**config.mk**
```make
export PLATFORM = sky130hd
export DESIGN_NAME = mips_exec
export DESIGN_NICKNAME = d
export VERILOG_FILES = /design/src/hdl/mips_pkg.sv /design/src/hdl/reg_file.sv /design/src/hdl/decode_stage.sv /design/src/hdl/execute_stage.sv /design/src/hdl/mips_exec.sv
export VERILOG_INCLUDE_DIRS = /design/src /design/src/hdl
export SDC_FILE = /design/constraint.sdc
export NUM_CORES = 2
export LEC_CHECK = 0
export BUFFER_PORTS_ARGS = -buffer_cell sky130_fd_sc_hd__buf_2
export CORE_UTILIZATION = 57
export DETAILED_ROUTE_END_ITERATION = 16
export PLACE_DENSITY = 0.76
export SLEW_MARGIN = 30
export SYNTH_ARGS = -nofsm -noshare
export SYNTH_HDL_FRONTEND = slang
export SYNTH_SLANG_ARGS = --single-unit
export TNS_END_PERCENT = 10
```
**constraint.sdc**
```tcl
create_clock -name clk -period 4 [get_ports clk]
set_input_delay 0.8 -clock clk [delete_from_list [all_inputs] [get_ports clk]]
set_output_delay 0.8 -clock clk [all_outputs]
set_load 0.01 [all_outputs]
```
**src/hdl/mips_exec_settings.svh**
```systemverilog
`ifndef MIPS_EXEC_SETTINGS_SVH
`define MIPS_EXEC_SETTINGS_SVH

// datapath word
`define MIPS_XLEN 32

// register file geometry
`define MIPS_REG_COUNT 32
`define MIPS_REG_IDX_W 5

// exception cause codes
`define MIPS_CAUSE_W 5
`define MIPS_CAUSE_RI 5'd10
`define MIPS_CAUSE_OV 5'd12

`endif

```
**src/hdl/mips_pkg.sv**
```systemverilog
`include "mips_exec_settings.svh"

package mips_pkg;

    typedef struct packed {
        logic [5:0]                 opcode;
        logic [`MIPS_REG_IDX_W-1:0] rs;
        logic [`MIPS_REG_IDX_W-1:0] rt;
        logic [`MIPS_REG_IDX_W-1:0] rd;
        logic [4:0]                 shamt;
        logic [5:0]                 funct;
    } r_fields_t;

    typedef struct packed {
        logic [5:0]                 opcode;
        logic [`MIPS_REG_IDX_W-1:0] rs;
        logic [`MIPS_REG_IDX_W-1:0] rt;
        logic [15:0]                imm16;
    } i_fields_t;

    // same instruction word, two field layouts
    typedef union packed {
        r_fields_t r;
        i_fields_t i;
    } instr_t;

    typedef enum logic [3:0] {
        ALU_PLUS,
        ALU_MINUS,
        ALU_AND,
        ALU_OR,
        ALU_XOR,
        ALU_NOR,
        ALU_SLL,
        ALU_SRL,
        ALU_SRA,
        ALU_SLT,
        ALU_SLTU,
        ALU_LUI
    } alu_op_t;

    typedef enum logic {
        SHIFT_SHAMT,
        SHIFT_REG
    } shift_src_t;

    // primary opcodes
    localparam logic [5:0] OP_SPECIAL = 6'h00;
    localparam logic [5:0] OP_ADDI    = 6'h08;
    localparam logic [5:0] OP_ADDIU   = 6'h09;
    localparam logic [5:0] OP_SLTI    = 6'h0a;
    localparam logic [5:0] OP_SLTIU   = 6'h0b;
    localparam logic [5:0] OP_ANDI    = 6'h0c;
    localparam logic [5:0] OP_ORI     = 6'h0d;
    localparam logic [5:0] OP_XORI    = 6'h0e;
    localparam logic [5:0] OP_LUI     = 6'h0f;

    // SPECIAL funct codes
    localparam logic [5:0] FN_SLL  = 6'h00;
    localparam logic [5:0] FN_SRL  = 6'h02;
    localparam logic [5:0] FN_SRA  = 6'h03;
    localparam logic [5:0] FN_SLLV = 6'h04;
    localparam logic [5:0] FN_SRLV = 6'h06;
    localparam logic [5:0] FN_SRAV = 6'h07;
    localparam logic [5:0] FN_ADD  = 6'h20;
    localparam logic [5:0] FN_ADDU = 6'h21;
    localparam logic [5:0] FN_SUB  = 6'h22;
    localparam logic [5:0] FN_SUBU = 6'h23;
    localparam logic [5:0] FN_AND  = 6'h24;
    localparam logic [5:0] FN_OR   = 6'h25;
    localparam logic [5:0] FN_XOR  = 6'h26;
    localparam logic [5:0] FN_NOR  = 6'h27;
    localparam logic [5:0] FN_SLT  = 6'h2a;
    localparam logic [5:0] FN_SLTU = 6'h2b;

endpackage

```
**src/hdl/reg_file.sv**
```systemverilog
`timescale 1ns/10ps
`include "mips_exec_settings.svh"

module reg_file (
    input  logic                       clk,
    input  logic                       resetn,
    input  logic [`MIPS_REG_IDX_W-1:0] ra1,
    input  logic [`MIPS_REG_IDX_W-1:0] ra2,
    output logic [`MIPS_XLEN-1:0]      rd1,
    output logic [`MIPS_XLEN-1:0]      rd2,
    input  logic                       we,
    input  logic [`MIPS_REG_IDX_W-1:0] wa,
    input  logic [`MIPS_XLEN-1:0]      wd
);

    logic [`MIPS_XLEN-1:0] regs [`MIPS_REG_COUNT];

    always_ff @(posedge clk) begin
        if (!resetn) begin
            for (int n = 0; n < `MIPS_REG_COUNT; n++) begin
                regs[n] <= '0;
            end
        end else if (we && wa != '0) begin
            regs[wa] <= wd;
        end
    end

    // $zero is hardwired
    assign rd1 = (ra1 == '0) ? '0 : regs[ra1];
    assign rd2 = (ra2 == '0) ? '0 : regs[ra2];

endmodule

```
**src/hdl/decode_stage.sv**
```systemverilog
`timescale 1ns/10ps
`include "mips_exec_settings.svh"

module decode_stage (
    input  logic                       clk,
    input  logic                       resetn,
    input  logic                       instr_valid,
    input  mips_pkg::instr_t           instr,
    input  logic [`MIPS_XLEN-1:0]      rd1,
    input  logic [`MIPS_XLEN-1:0]      rd2,
    input  logic                       fwd_e_en,
    input  logic [`MIPS_REG_IDX_W-1:0] fwd_e_dest,
    input  logic [`MIPS_XLEN-1:0]      fwd_e_data,
    input  logic                       wb_valid,
    input  logic [`MIPS_REG_IDX_W-1:0] wb_reg,
    input  logic [`MIPS_XLEN-1:0]      wb_data,
    output logic [`MIPS_REG_IDX_W-1:0] ra1,
    output logic [`MIPS_REG_IDX_W-1:0] ra2,
    output logic                       e_valid,
    output mips_pkg::alu_op_t          e_op,
    output mips_pkg::shift_src_t       e_shift_src,
    output logic [4:0]                 e_shamt,
    output logic [`MIPS_XLEN-1:0]      e_src_a,
    output logic [`MIPS_XLEN-1:0]      e_src_b,
    output logic [`MIPS_REG_IDX_W-1:0] e_dest,
    output logic                       e_write,
    output logic                       e_trap_ov,
    output logic                       e_ri
);

    logic                       d_valid;
    mips_pkg::instr_t           d_instr;
    mips_pkg::alu_op_t          dec_op;
    mips_pkg::shift_src_t       dec_shift_src;
    logic                       dec_use_imm;
    logic                       dec_sign_ext;
    logic                       dec_dest_rd;
    logic                       dec_trap_ov;
    logic                       dec_ri;
    logic [`MIPS_REG_IDX_W-1:0] dec_dest;
    logic [`MIPS_XLEN-1:0]      imm_ext;
    logic [`MIPS_XLEN-1:0]      fwd_a;
    logic [`MIPS_XLEN-1:0]      fwd_b;

    // youngest producer wins: execute, then writeback, then regfile
    function automatic logic [`MIPS_XLEN-1:0] pick_src(
        input logic [`MIPS_REG_IDX_W-1:0] idx,
        input logic [`MIPS_XLEN-1:0]      rf_val
    );
        if (fwd_e_en && fwd_e_dest == idx) begin
            return fwd_e_data;
        end else if (wb_valid && wb_reg == idx) begin
            return wb_data;
        end
        return rf_val;
    endfunction

    always_ff @(posedge clk) begin
        if (!resetn) begin
            d_valid <= 1'b0;
        end else begin
            d_valid <= instr_valid;
        end
    end

    always_ff @(posedge clk) begin
        if (instr_valid) begin
            d_instr <= instr;
        end
    end

    always_comb begin
        dec_op        = mips_pkg::ALU_PLUS;
        dec_shift_src = mips_pkg::SHIFT_SHAMT;
        dec_use_imm   = 1'b0;
        dec_sign_ext  = 1'b1;
        dec_dest_rd   = 1'b0;
        dec_trap_ov   = 1'b0;
        dec_ri        = 1'b0;
        if (d_instr.r.opcode == mips_pkg::OP_SPECIAL) begin
            dec_dest_rd = 1'b1;
            case (d_instr.r.funct)
                mips_pkg::FN_SLL:  dec_op = mips_pkg::ALU_SLL;
                mips_pkg::FN_SRL:  dec_op = mips_pkg::ALU_SRL;
                mips_pkg::FN_SRA:  dec_op = mips_pkg::ALU_SRA;
                mips_pkg::FN_SLLV: begin
                    dec_op        = mips_pkg::ALU_SLL;
                    dec_shift_src = mips_pkg::SHIFT_REG;
                end
                mips_pkg::FN_SRLV: begin
                    dec_op        = mips_pkg::ALU_SRL;
                    dec_shift_src = mips_pkg::SHIFT_REG;
                end
                mips_pkg::FN_SRAV: begin
                    dec_op        = mips_pkg::ALU_SRA;
                    dec_shift_src = mips_pkg::SHIFT_REG;
                end
                mips_pkg::FN_ADD:  dec_trap_ov = 1'b1;
                mips_pkg::FN_ADDU: dec_op = mips_pkg::ALU_PLUS;
                mips_pkg::FN_SUB: begin
                    dec_op      = mips_pkg::ALU_MINUS;
                    dec_trap_ov = 1'b1;
                end
                mips_pkg::FN_SUBU: dec_op = mips_pkg::ALU_MINUS;
                mips_pkg::FN_AND:  dec_op = mips_pkg::ALU_AND;
                mips_pkg::FN_OR:   dec_op = mips_pkg::ALU_OR;
                mips_pkg::FN_XOR:  dec_op = mips_pkg::ALU_XOR;
                mips_pkg::FN_NOR:  dec_op = mips_pkg::ALU_NOR;
                mips_pkg::FN_SLT:  dec_op = mips_pkg::ALU_SLT;
                mips_pkg::FN_SLTU: dec_op = mips_pkg::ALU_SLTU;
                default:           dec_ri = 1'b1;
            endcase
        end else begin
            dec_use_imm = 1'b1;
            case (d_instr.i.opcode)
                mips_pkg::OP_ADDI:  dec_trap_ov = 1'b1;
                mips_pkg::OP_ADDIU: dec_op = mips_pkg::ALU_PLUS;
                mips_pkg::OP_SLTI:  dec_op = mips_pkg::ALU_SLT;
                mips_pkg::OP_SLTIU: dec_op = mips_pkg::ALU_SLTU;
                mips_pkg::OP_ANDI: begin
                    dec_op       = mips_pkg::ALU_AND;
                    dec_sign_ext = 1'b0;
                end
                mips_pkg::OP_ORI: begin
                    dec_op       = mips_pkg::ALU_OR;
                    dec_sign_ext = 1'b0;
                end
                mips_pkg::OP_XORI: begin
                    dec_op       = mips_pkg::ALU_XOR;
                    dec_sign_ext = 1'b0;
                end
                mips_pkg::OP_LUI: begin
                    dec_op       = mips_pkg::ALU_LUI;
                    dec_sign_ext = 1'b0;
                end
                default: dec_ri = 1'b1;
            endcase
        end
    end

    assign ra1      = d_instr.r.rs;
    assign ra2      = d_instr.r.rt;
    assign dec_dest = dec_dest_rd ? d_instr.r.rd : d_instr.i.rt;
    assign imm_ext  = dec_sign_ext
                    ? {{(`MIPS_XLEN-16){d_instr.i.imm16[15]}}, d_instr.i.imm16}
                    : {{(`MIPS_XLEN-16){1'b0}}, d_instr.i.imm16};

    always_comb begin
        fwd_a = pick_src(ra1, rd1);
        fwd_b = pick_src(ra2, rd2);
    end

    always_ff @(posedge clk) begin
        if (!resetn) begin
            e_valid <= 1'b0;
        end else begin
            e_valid <= d_valid;
        end
    end

    always_ff @(posedge clk) begin
        e_op        <= dec_op;
        e_shift_src <= dec_shift_src;
        e_shamt     <= d_instr.r.shamt;
        e_src_a     <= fwd_a;
        e_src_b     <= dec_use_imm ? imm_ext : fwd_b;
        e_dest      <= dec_dest;
        // writes to $zero are dropped here
        e_write     <= !dec_ri && dec_dest != '0;
        e_trap_ov   <= dec_trap_ov;
        e_ri        <= dec_ri;
    end

endmodule

```
**src/hdl/execute_stage.sv**
```systemverilog
`timescale 1ns/10ps
`include "mips_exec_settings.svh"

module execute_stage (
    input  logic                       clk,
    input  logic                       resetn,
    input  logic                       e_valid,
    input  mips_pkg::alu_op_t          e_op,
    input  mips_pkg::shift_src_t       e_shift_src,
    input  logic [4:0]                 e_shamt,
    input  logic [`MIPS_XLEN-1:0]      e_src_a,
    input  logic [`MIPS_XLEN-1:0]      e_src_b,
    input  logic [`MIPS_REG_IDX_W-1:0] e_dest,
    input  logic                       e_write,
    input  logic                       e_trap_ov,
    input  logic                       e_ri,
    output logic                       fwd_e_en,
    output logic [`MIPS_REG_IDX_W-1:0] fwd_e_dest,
    output logic [`MIPS_XLEN-1:0]      fwd_e_data,
    output logic                       wb_valid,
    output logic [`MIPS_REG_IDX_W-1:0] wb_reg,
    output logic [`MIPS_XLEN-1:0]      wb_data,
    output logic                       exc_valid,
    output logic [`MIPS_CAUSE_W-1:0]   exc_cause
);

    logic [4:0]            shift_amt;
    logic [`MIPS_XLEN:0]   sum_ext;
    logic [`MIPS_XLEN-1:0] alu_res;
    logic                  ov_fault;

    assign shift_amt = (e_shift_src == mips_pkg::SHIFT_REG) ? e_src_a[4:0] : e_shamt;

    // one extra sign bit so overflow shows up as a mismatch of the top two
    always_comb begin
        if (e_op == mips_pkg::ALU_MINUS) begin
            sum_ext = {e_src_a[`MIPS_XLEN-1], e_src_a} - {e_src_b[`MIPS_XLEN-1], e_src_b};
        end else begin
            sum_ext = {e_src_a[`MIPS_XLEN-1], e_src_a} + {e_src_b[`MIPS_XLEN-1], e_src_b};
        end
    end

    assign ov_fault = e_trap_ov && (sum_ext[`MIPS_XLEN] != sum_ext[`MIPS_XLEN-1]);

    always_comb begin
        case (e_op)
            mips_pkg::ALU_PLUS,
            mips_pkg::ALU_MINUS: alu_res = sum_ext[`MIPS_XLEN-1:0];
            mips_pkg::ALU_AND:   alu_res = e_src_a & e_src_b;
            mips_pkg::ALU_OR:    alu_res = e_src_a | e_src_b;
            mips_pkg::ALU_XOR:   alu_res = e_src_a ^ e_src_b;
            mips_pkg::ALU_NOR:   alu_res = ~(e_src_a | e_src_b);
            mips_pkg::ALU_SLL:   alu_res = e_src_b << shift_amt;
            mips_pkg::ALU_SRL:   alu_res = e_src_b >> shift_amt;
            mips_pkg::ALU_SRA:   alu_res = $signed(e_src_b) >>> shift_amt;
            mips_pkg::ALU_SLT: begin
                alu_res = {{(`MIPS_XLEN-1){1'b0}}, $signed(e_src_a) < $signed(e_src_b)};
            end
            mips_pkg::ALU_SLTU: begin
                alu_res = {{(`MIPS_XLEN-1){1'b0}}, e_src_a < e_src_b};
            end
            // immediate goes to the upper half
            default:             alu_res = {e_src_b[15:0], 16'h0000};
        endcase
    end

    assign fwd_e_en   = e_valid && e_write && !ov_fault;
    assign fwd_e_dest = e_dest;
    assign fwd_e_data = alu_res;

    always_ff @(posedge clk) begin
        if (!resetn) begin
            wb_valid  <= 1'b0;
            exc_valid <= 1'b0;
        end else begin
            wb_valid  <= fwd_e_en;
            exc_valid <= e_valid && (e_ri || ov_fault);
        end
    end

    always_ff @(posedge clk) begin
        wb_reg    <= e_dest;
        wb_data   <= alu_res;
        exc_cause <= e_ri ? `MIPS_CAUSE_RI : `MIPS_CAUSE_OV;
    end

endmodule

```
**src/hdl/mips_exec.sv**
```systemverilog
`timescale 1ns/10ps
`include "mips_exec_settings.svh"

module mips_exec (
    input  logic                       clk,
    input  logic                       resetn,
    input  logic                       instr_valid,
    input  logic [`MIPS_XLEN-1:0]      instr,
    output logic                       wb_valid,
    output logic [`MIPS_REG_IDX_W-1:0] wb_reg,
    output logic [`MIPS_XLEN-1:0]      wb_data,
    output logic                       exc_valid,
    output logic [`MIPS_CAUSE_W-1:0]   exc_cause
);

    mips_pkg::instr_t           instr_word;
    logic [`MIPS_REG_IDX_W-1:0] ra1;
    logic [`MIPS_REG_IDX_W-1:0] ra2;
    logic [`MIPS_XLEN-1:0]      rd1;
    logic [`MIPS_XLEN-1:0]      rd2;
    logic                       e_valid;
    mips_pkg::alu_op_t          e_op;
    mips_pkg::shift_src_t       e_shift_src;
    logic [4:0]                 e_shamt;
    logic [`MIPS_XLEN-1:0]      e_src_a;
    logic [`MIPS_XLEN-1:0]      e_src_b;
    logic [`MIPS_REG_IDX_W-1:0] e_dest;
    logic                       e_write;
    logic                       e_trap_ov;
    logic                       e_ri;
    logic                       fwd_e_en;
    logic [`MIPS_REG_IDX_W-1:0] fwd_e_dest;
    logic [`MIPS_XLEN-1:0]      fwd_e_data;

    assign instr_word = instr;

    // writeback register feeds the regfile write port
    reg_file reg_file_inst (
        .clk    (clk),
        .resetn (resetn),
        .ra1    (ra1),
        .ra2    (ra2),
        .rd1    (rd1),
        .rd2    (rd2),
        .we     (wb_valid),
        .wa     (wb_reg),
        .wd     (wb_data)
    );

    decode_stage decode_stage_inst (
        .instr  (instr_word),
        .*
    );

    execute_stage execute_stage_inst (
        .*
    );

endmodule

```
Yosys cells after proc, flatten, opt, wreduce, memory -nomap -nowiden
Memories as Yosys holds them, arrays and structs flattened. A register that Yosys moved wholly into a read port is not among the register bits.
Index checks and enable logic that the tools add are counted.
Word-level totals
  memories: 1
  bits in registers: 160
  RAM bits: 1024
  input bits: 35
  output and inout bits: 44
Memory list
  reg_file_inst.regs: words 32, bits a word 32, read ports 2, clocked after Yosys merged registers in 2, write ports 32, line reg_file.sv:16  | logic [`MIPS_XLEN-1:0] regs [`MIPS_REG_COUNT];
Cells by class
  add/sub/neg operators: 2
  shift operators: 3
  reduce and logical (&&, ||, !) cells: 31
  eq/ne operators: 38
  order comparisons: 2
  muxes and demuxes: 41
  bitwise operators: 4
Operator list (number)
  two-way mux 32 bit: 11
  case mux 32 bit (10 select lines): 1
  less-than comparator 32 bit: 2
  equality test 6 bit, second input constant: 10
  equality test 6 x 4 -> 1 bit, second input constant: 8
  case mux 4 bit (10 select lines): 1
  adder 32 x 32 -> 33 bit: 1
  two-way mux 33 bit: 1
  subtractor 32 x 32 -> 33 bit: 1
  AND 32 bit: 1
  NOT 32 bit: 1
  OR 32 bit: 1
  OR reduction 32 bit: 1
  left shift 32 x 5 -> 32 bit: 1
  right shift 32 x 5 -> 32 bit: 1
  >>> shifter 32 x 5 -> 32 bit: 1
  XOR 32 bit: 1
  two-way mux 5 bit: 5
  case mux 4 bit (6 select lines): 1
  equality test 5 bit: 4
  two-way mux 1 bit: 19
  equality test 6 x 3 -> 1 bit, second input constant: 3
  equality test 4 x 3 -> 1 bit, second input constant: 4
  OR reduction 16 bit: 1
  18 further kinds: 40

Depth between registers and ports, before layout
  depth in word-level cells: 10
  gate-level depth with buffers: 16
  depth with buffers taken out: 13

Modules after synthesis
From an unflattened synthesis, not the netlist that was laid out.
Unflattened totals
  cells, all modules: 5523
  area, all modules: 69324.0 µm²
Modules (own cells, without submodules)
  reg_file: area each 54204.5 µm², times used 1, cells each 3509
  execute_stage: area each 10139.7 µm², times used 1, cells each 1515
  decode_stage: area each 4979.8 µm², times used 1, cells each 499

Worst setup path after synthesis
OpenSTA, ideal clock, no wires.
  kind: input-to-reg
  start point: input port resetn
  end point: memory reg_file_inst.regs[21][0] in the netlist's numbering, enable pin
  setup slack: -0.286 ns
  stages: 4
  arrival: 3.821 ns
  setup time: 0.466 ns
  path through: clkbuf_1 > nand4b_1 > clkbuf_1 > o21ai_0
RTL lines
  start: declaration: line mips_exec.sv:6  | input logic resetn,
  end: declaration: line reg_file.sv:16

Final worst setup path
  start point: register decode_stage_inst.e_src_a[26]
  end point: register decode_stage_inst.e_src_b[15]
Between the ends
  longest elaborated chain between the ends: 10
  elaborated cells between the ends (all ways): 12
  those cells by class: add/sub (2); eq/ne (1); mux (5); reduce/logical (4)
RTL lines
  start: declaration: line decode_stage.sv:23  | output logic [`MIPS_XLEN-1:0] e_src_a,
  start signal: assignment: line decode_stage.sv:165  | e_src_a <= fwd_a;
  adder 32 x 32 -> 33 bit / subtractor 32 x 32 -> 33 bit (equally long branches): line execute_stage.sv:39, execute_stage.sv:37
  two-way mux 33 bit *: line execute_stage.sv:36  | if (e_op == mips_pkg::ALU_MINUS) begin
  != test 1 bit *: line execute_stage.sv:43  | assign ov_fault = e_trap_ov && (sum_ext[`MIPS_XLEN] != sum_ext[`MIPS_XLEN-1]);
  logical AND 1 bit *: line execute_stage.sv:43
  logical NOT 1 bit *: line execute_stage.sv:67  | assign fwd_e_en = e_valid && e_write && !ov_fault;
  logical AND 1 bit *: line execute_stage.sv:67
  logical AND 1 bit *: line decode_stage.sv:50  | if (fwd_e_en && fwd_e_dest == idx) begin
  two-way mux 32 bit / two-way mux 1 bit (equally long branches): line decode_stage.sv:50
  two-way mux 32 bit *: line decode_stage.sv:55  | return rf_val;
  two-way mux 32 bit *: line decode_stage.sv:166  | e_src_b <= dec_use_imm ? imm_ext : fwd_b;
  end signal: assignment: line decode_stage.sv:166
  end: declaration: line decode_stage.sv:24  | output logic [`MIPS_XLEN-1:0] e_src_b,
Every way passes the cells marked *; elsewhere a longest branch is shown, timed or not.
A chain may end at the register's enable or synchronous reset.

==> flow_summary.yaml <==
run_status:
  status: "complete, but fails checks"
  violations: "negative setup slack"
routing:
  via_count: 52500
  viasPerCell: 7.23
  drtAntennaViolNets: 0
  wl_per_cell_um: 37.1
  drt_iter0_markers: 8780
  drc: 0
  routed_wl_mm: 269
  dr.pass1.iters: 8
cts:
  root_buffer: "clkbuf_16"
  clk_path_buf_depth: 3
  clk_pin_slew_ps: 70
  cts_tree: "yes"
  insertion_delay_ps: 800
  cts_buffers: 131
  cts.htree.levels: 4
  numClockSinks: 1191
sta:
  skew_ps: 37.5
  period_share_pct: 100
  fin_ws_ps: -17.4
  hold_viol_final: 0
  rsz0062_at_grt: "yes"
  fmax_ghz: 0.249
  slew_headroom_pct: 28.9
  drv_slew: 0
  final.min_clock_period_ps: 4020
  worst_pin_slew_ps: 1070
  finalSetupViolCount: 5
  setup_tns_ps: -41.8
placed_design:
  place_area_um2: 75700
  port_buffers: 75
  hpwlAfterDp_mm: 175
  gp_congestion: 1.12
  dp_cells: 6984
critical_path:
  cpLargestDelayFamily: "compound AO/OA/AOI/OAI gates"
  critPathMostFrequentCell: "buf_12"
  cpMaxStageDelayCell: "o311ai_2"
  end_kind: "flop"
  critPathBufInv: 9
  path_cells: "inv_1 > ha_2 > inv_1 > a21oi_1 > a21oi_1 > o311ai_2 > buf_4 > o21ai_1 > a221oi_4 > or4_4 > buf_6 > a31oi_4 > buf_12 > buf_12 > clkbuf_16 > buf_12 > buf_4 > a221o_1"
  worstSetupStartpointType: "flop"
  max_stage_delay_ps: 470
  r2r_slack_ps: -20
  crit_fanout: 9
  crit_type: "flop to flop"
  crit_arrival_ps: 4680
  worstPathRequired_ps: 4660
power_and_ir_drop:
  leakagePower_nw: 30.2
  cellPowerDensity_nw_per_um2: 480
  ir_worst_vdd_mv: 0.509
cells_and_area:
  utilization_pct: 67.0
  finalInstanceArea_um2: 80700
  multi_input_comb_area_um2: 33800
  final_nets: 5666
  largest_reg_flops: 1024
  layout-drive-gt1-share_pct: 30.5
  layout_common_cells: "edfxtp_1, and2_1, mux4_2"
  finalNonFillerCells: 7259
  n_fill_cell: 8512
  regMostFlops: "reg_file_inst.regs"
  final_common_cell: "edfxtp_1"
  areaGrowthSynthToFinish_pct: 16.1
  seqCellArea_um2: 34500
yosys:
  netlist_instances: 5196
  yosys_warnings: 0
  synth_area_um2: 69500
  synthFlopType: "edfxtp_1"
  postSynthAreaPerCell_um2: 13.4
  seq_area_frac_synth_pct: 49.5
  ys_seq_elements: 1191
  synth_cell_types: 97
  synth_edf_count: 1056
  ys_async_sr_fraction_pct: 0
floorplanning:
  rows: 127
  die-width_um: 351
  start_util_pct: 57.7
  io_pins: 79
  dieHeight_um: 351
  coreArea_um2: 120000
  dieArea_um2: 123000
global_route:
  grt_pass1_vias: 51600
  grt_pass1_wl_mm: 375
  overflow: 0
  grt_use_total_pct: 43.8
  antenna_found_initial: 23
  grt_max_degree: 64
min_path:
  hold_path.class: "input pin to flop"
job:
  cap_violations: 0
-- what timing repair did --
item / CTS / global route
hold buffers: 0 / 0
cloned: 0 / 4
endpoints found under the hold margin: 0 / 0
gates resized for setup: 5 / 75
pin swaps: 2 / 21
endpoints found under the setup margin: 37 / 62
setup buffers: 11 / 10
-- synthesized netlist by cell type (all sizes together), types with 6 or more instances --
cell | number | share of area, %
o21bai | 18 | 0.20
nand2b | 7 | 0.063
mux2i | 174 | 2.5
o211ai | 34 | 0.37
nor3 | 47 | 0.35
clkbuf | 402 | 2.2
ha | 99 | 1.8
nand3b | 6 | 0.065
o2111ai | 10 | 0.13
nand2 | 247 | 1.3
o311ai | 18 | 0.23
xnor2 | 26 | 0.33
a221oi | 20 | 0.26
and3 | 10 | 0.090
buf | 102 | 0.64
a31o | 6 | 0.076
a32oi | 7 | 0.088
or3 | 14 | 0.13
a2111oi | 17 | 0.26
nor2b | 13 | 0.12
o31ai | 24 | 0.26
a22oi | 17 | 0.18
mux2 | 41 | 0.76
a22o | 7 | 0.088
nor3b | 7 | 0.076
nor4 | 11 | 0.099
xor2 | 15 | 0.19
edfxtp | 1056 | 46
and2 | 1002 | 9.0
nand3 | 59 | 0.43
o21ai | 156 | 1.1
nand4 | 21 | 0.19
inv | 111 | 0.60
nor2 | 217 | 1.2
a21o | 9 | 0.097
a21oi | 172 | 1.2
mux4 | 660 | 21
a221o | 24 | 0.35
or4 | 9 | 0.11
o21a | 9 | 0.097
a211oi | 25 | 0.27
a31oi | 19 | 0.18
o22ai | 42 | 0.38
dfxtp | 135 | 3.9
-- metrics by stage --
step | power, mW | hold slack, ps | worst slack (ps)
finish | 38.7 | 193 | -17.4
global route | 39.4 | 177 | -79.4
CTS | 38.0 | 163 | 9.77
detailed placement | 25.9 | 351 | -72.5
global placement | 25.8 | 339 | -3.27
floorplan | 20.7 | 331 | -286
-- kinds of logic after synthesis --
logic type | after synthesis | share of synthesized area (%)
AND/OR/NAND/NOR | 1687 | 13.5
flip-flops | 1191 | 49.5
multiplexers | 875 | 24.7
AO/OA/AOI/OAI | 683 | 6.53
buffers and inverters | 616 | 3.42
adder cells (fa/ha/maj) | 101 | 1.84
XOR/XNOR | 41 | 0.517
other | 2 | 0.0108
-- worst paths after layout --
path	cells after the start	startpoint	endpoint
setup / recovery	18	decode_stage_inst.e_src_a[26]	decode_stage_inst.e_src_b[15]
hold / removal	1	instr[3]	decode_stage_inst.d_instr[3]
setup reg to reg	18	decode_stage_inst.e_src_a[26]	decode_stage_inst.e_src_b[15]
hold reg to reg	0	decode_stage_inst.e_ri	execute_stage_inst.exc_cause[1]
-- area by class of cell --
class	count	area share [%]
repair buffers	672	7.05
well taps	1612	2.50
clock buffers	167	4.35
clock inverters	68	0.959
inverters	112	0.521
diodes	15	0.0465
multi-input cells	3422	41.9
flip-flops and latches	1191	42.7
-- power breakdown --
part | internal, mW | leakage (nW) | switching, mW | total, mW
clock | 6.83 | 2.05 | 5.38 | 12.2
combinational | 4.24 | 16.1 | 7.19 | 11.4
sequential | 14.2 | 12.0 | 0.832 | 15.1
-- metal layers --
metal	global-route usage, %	up-vias	share of wire (%)	wire (um)
li1	-	20600	-	-
met1	55.5	25900	34	90900
met2	63.3	4798	43	116000
met3	14.7	1162	15	39800
met4	31.0	20	8.4	22600
met5	0	-	0.044	119
No activity file was read; power rests on OpenSTA's default activity.
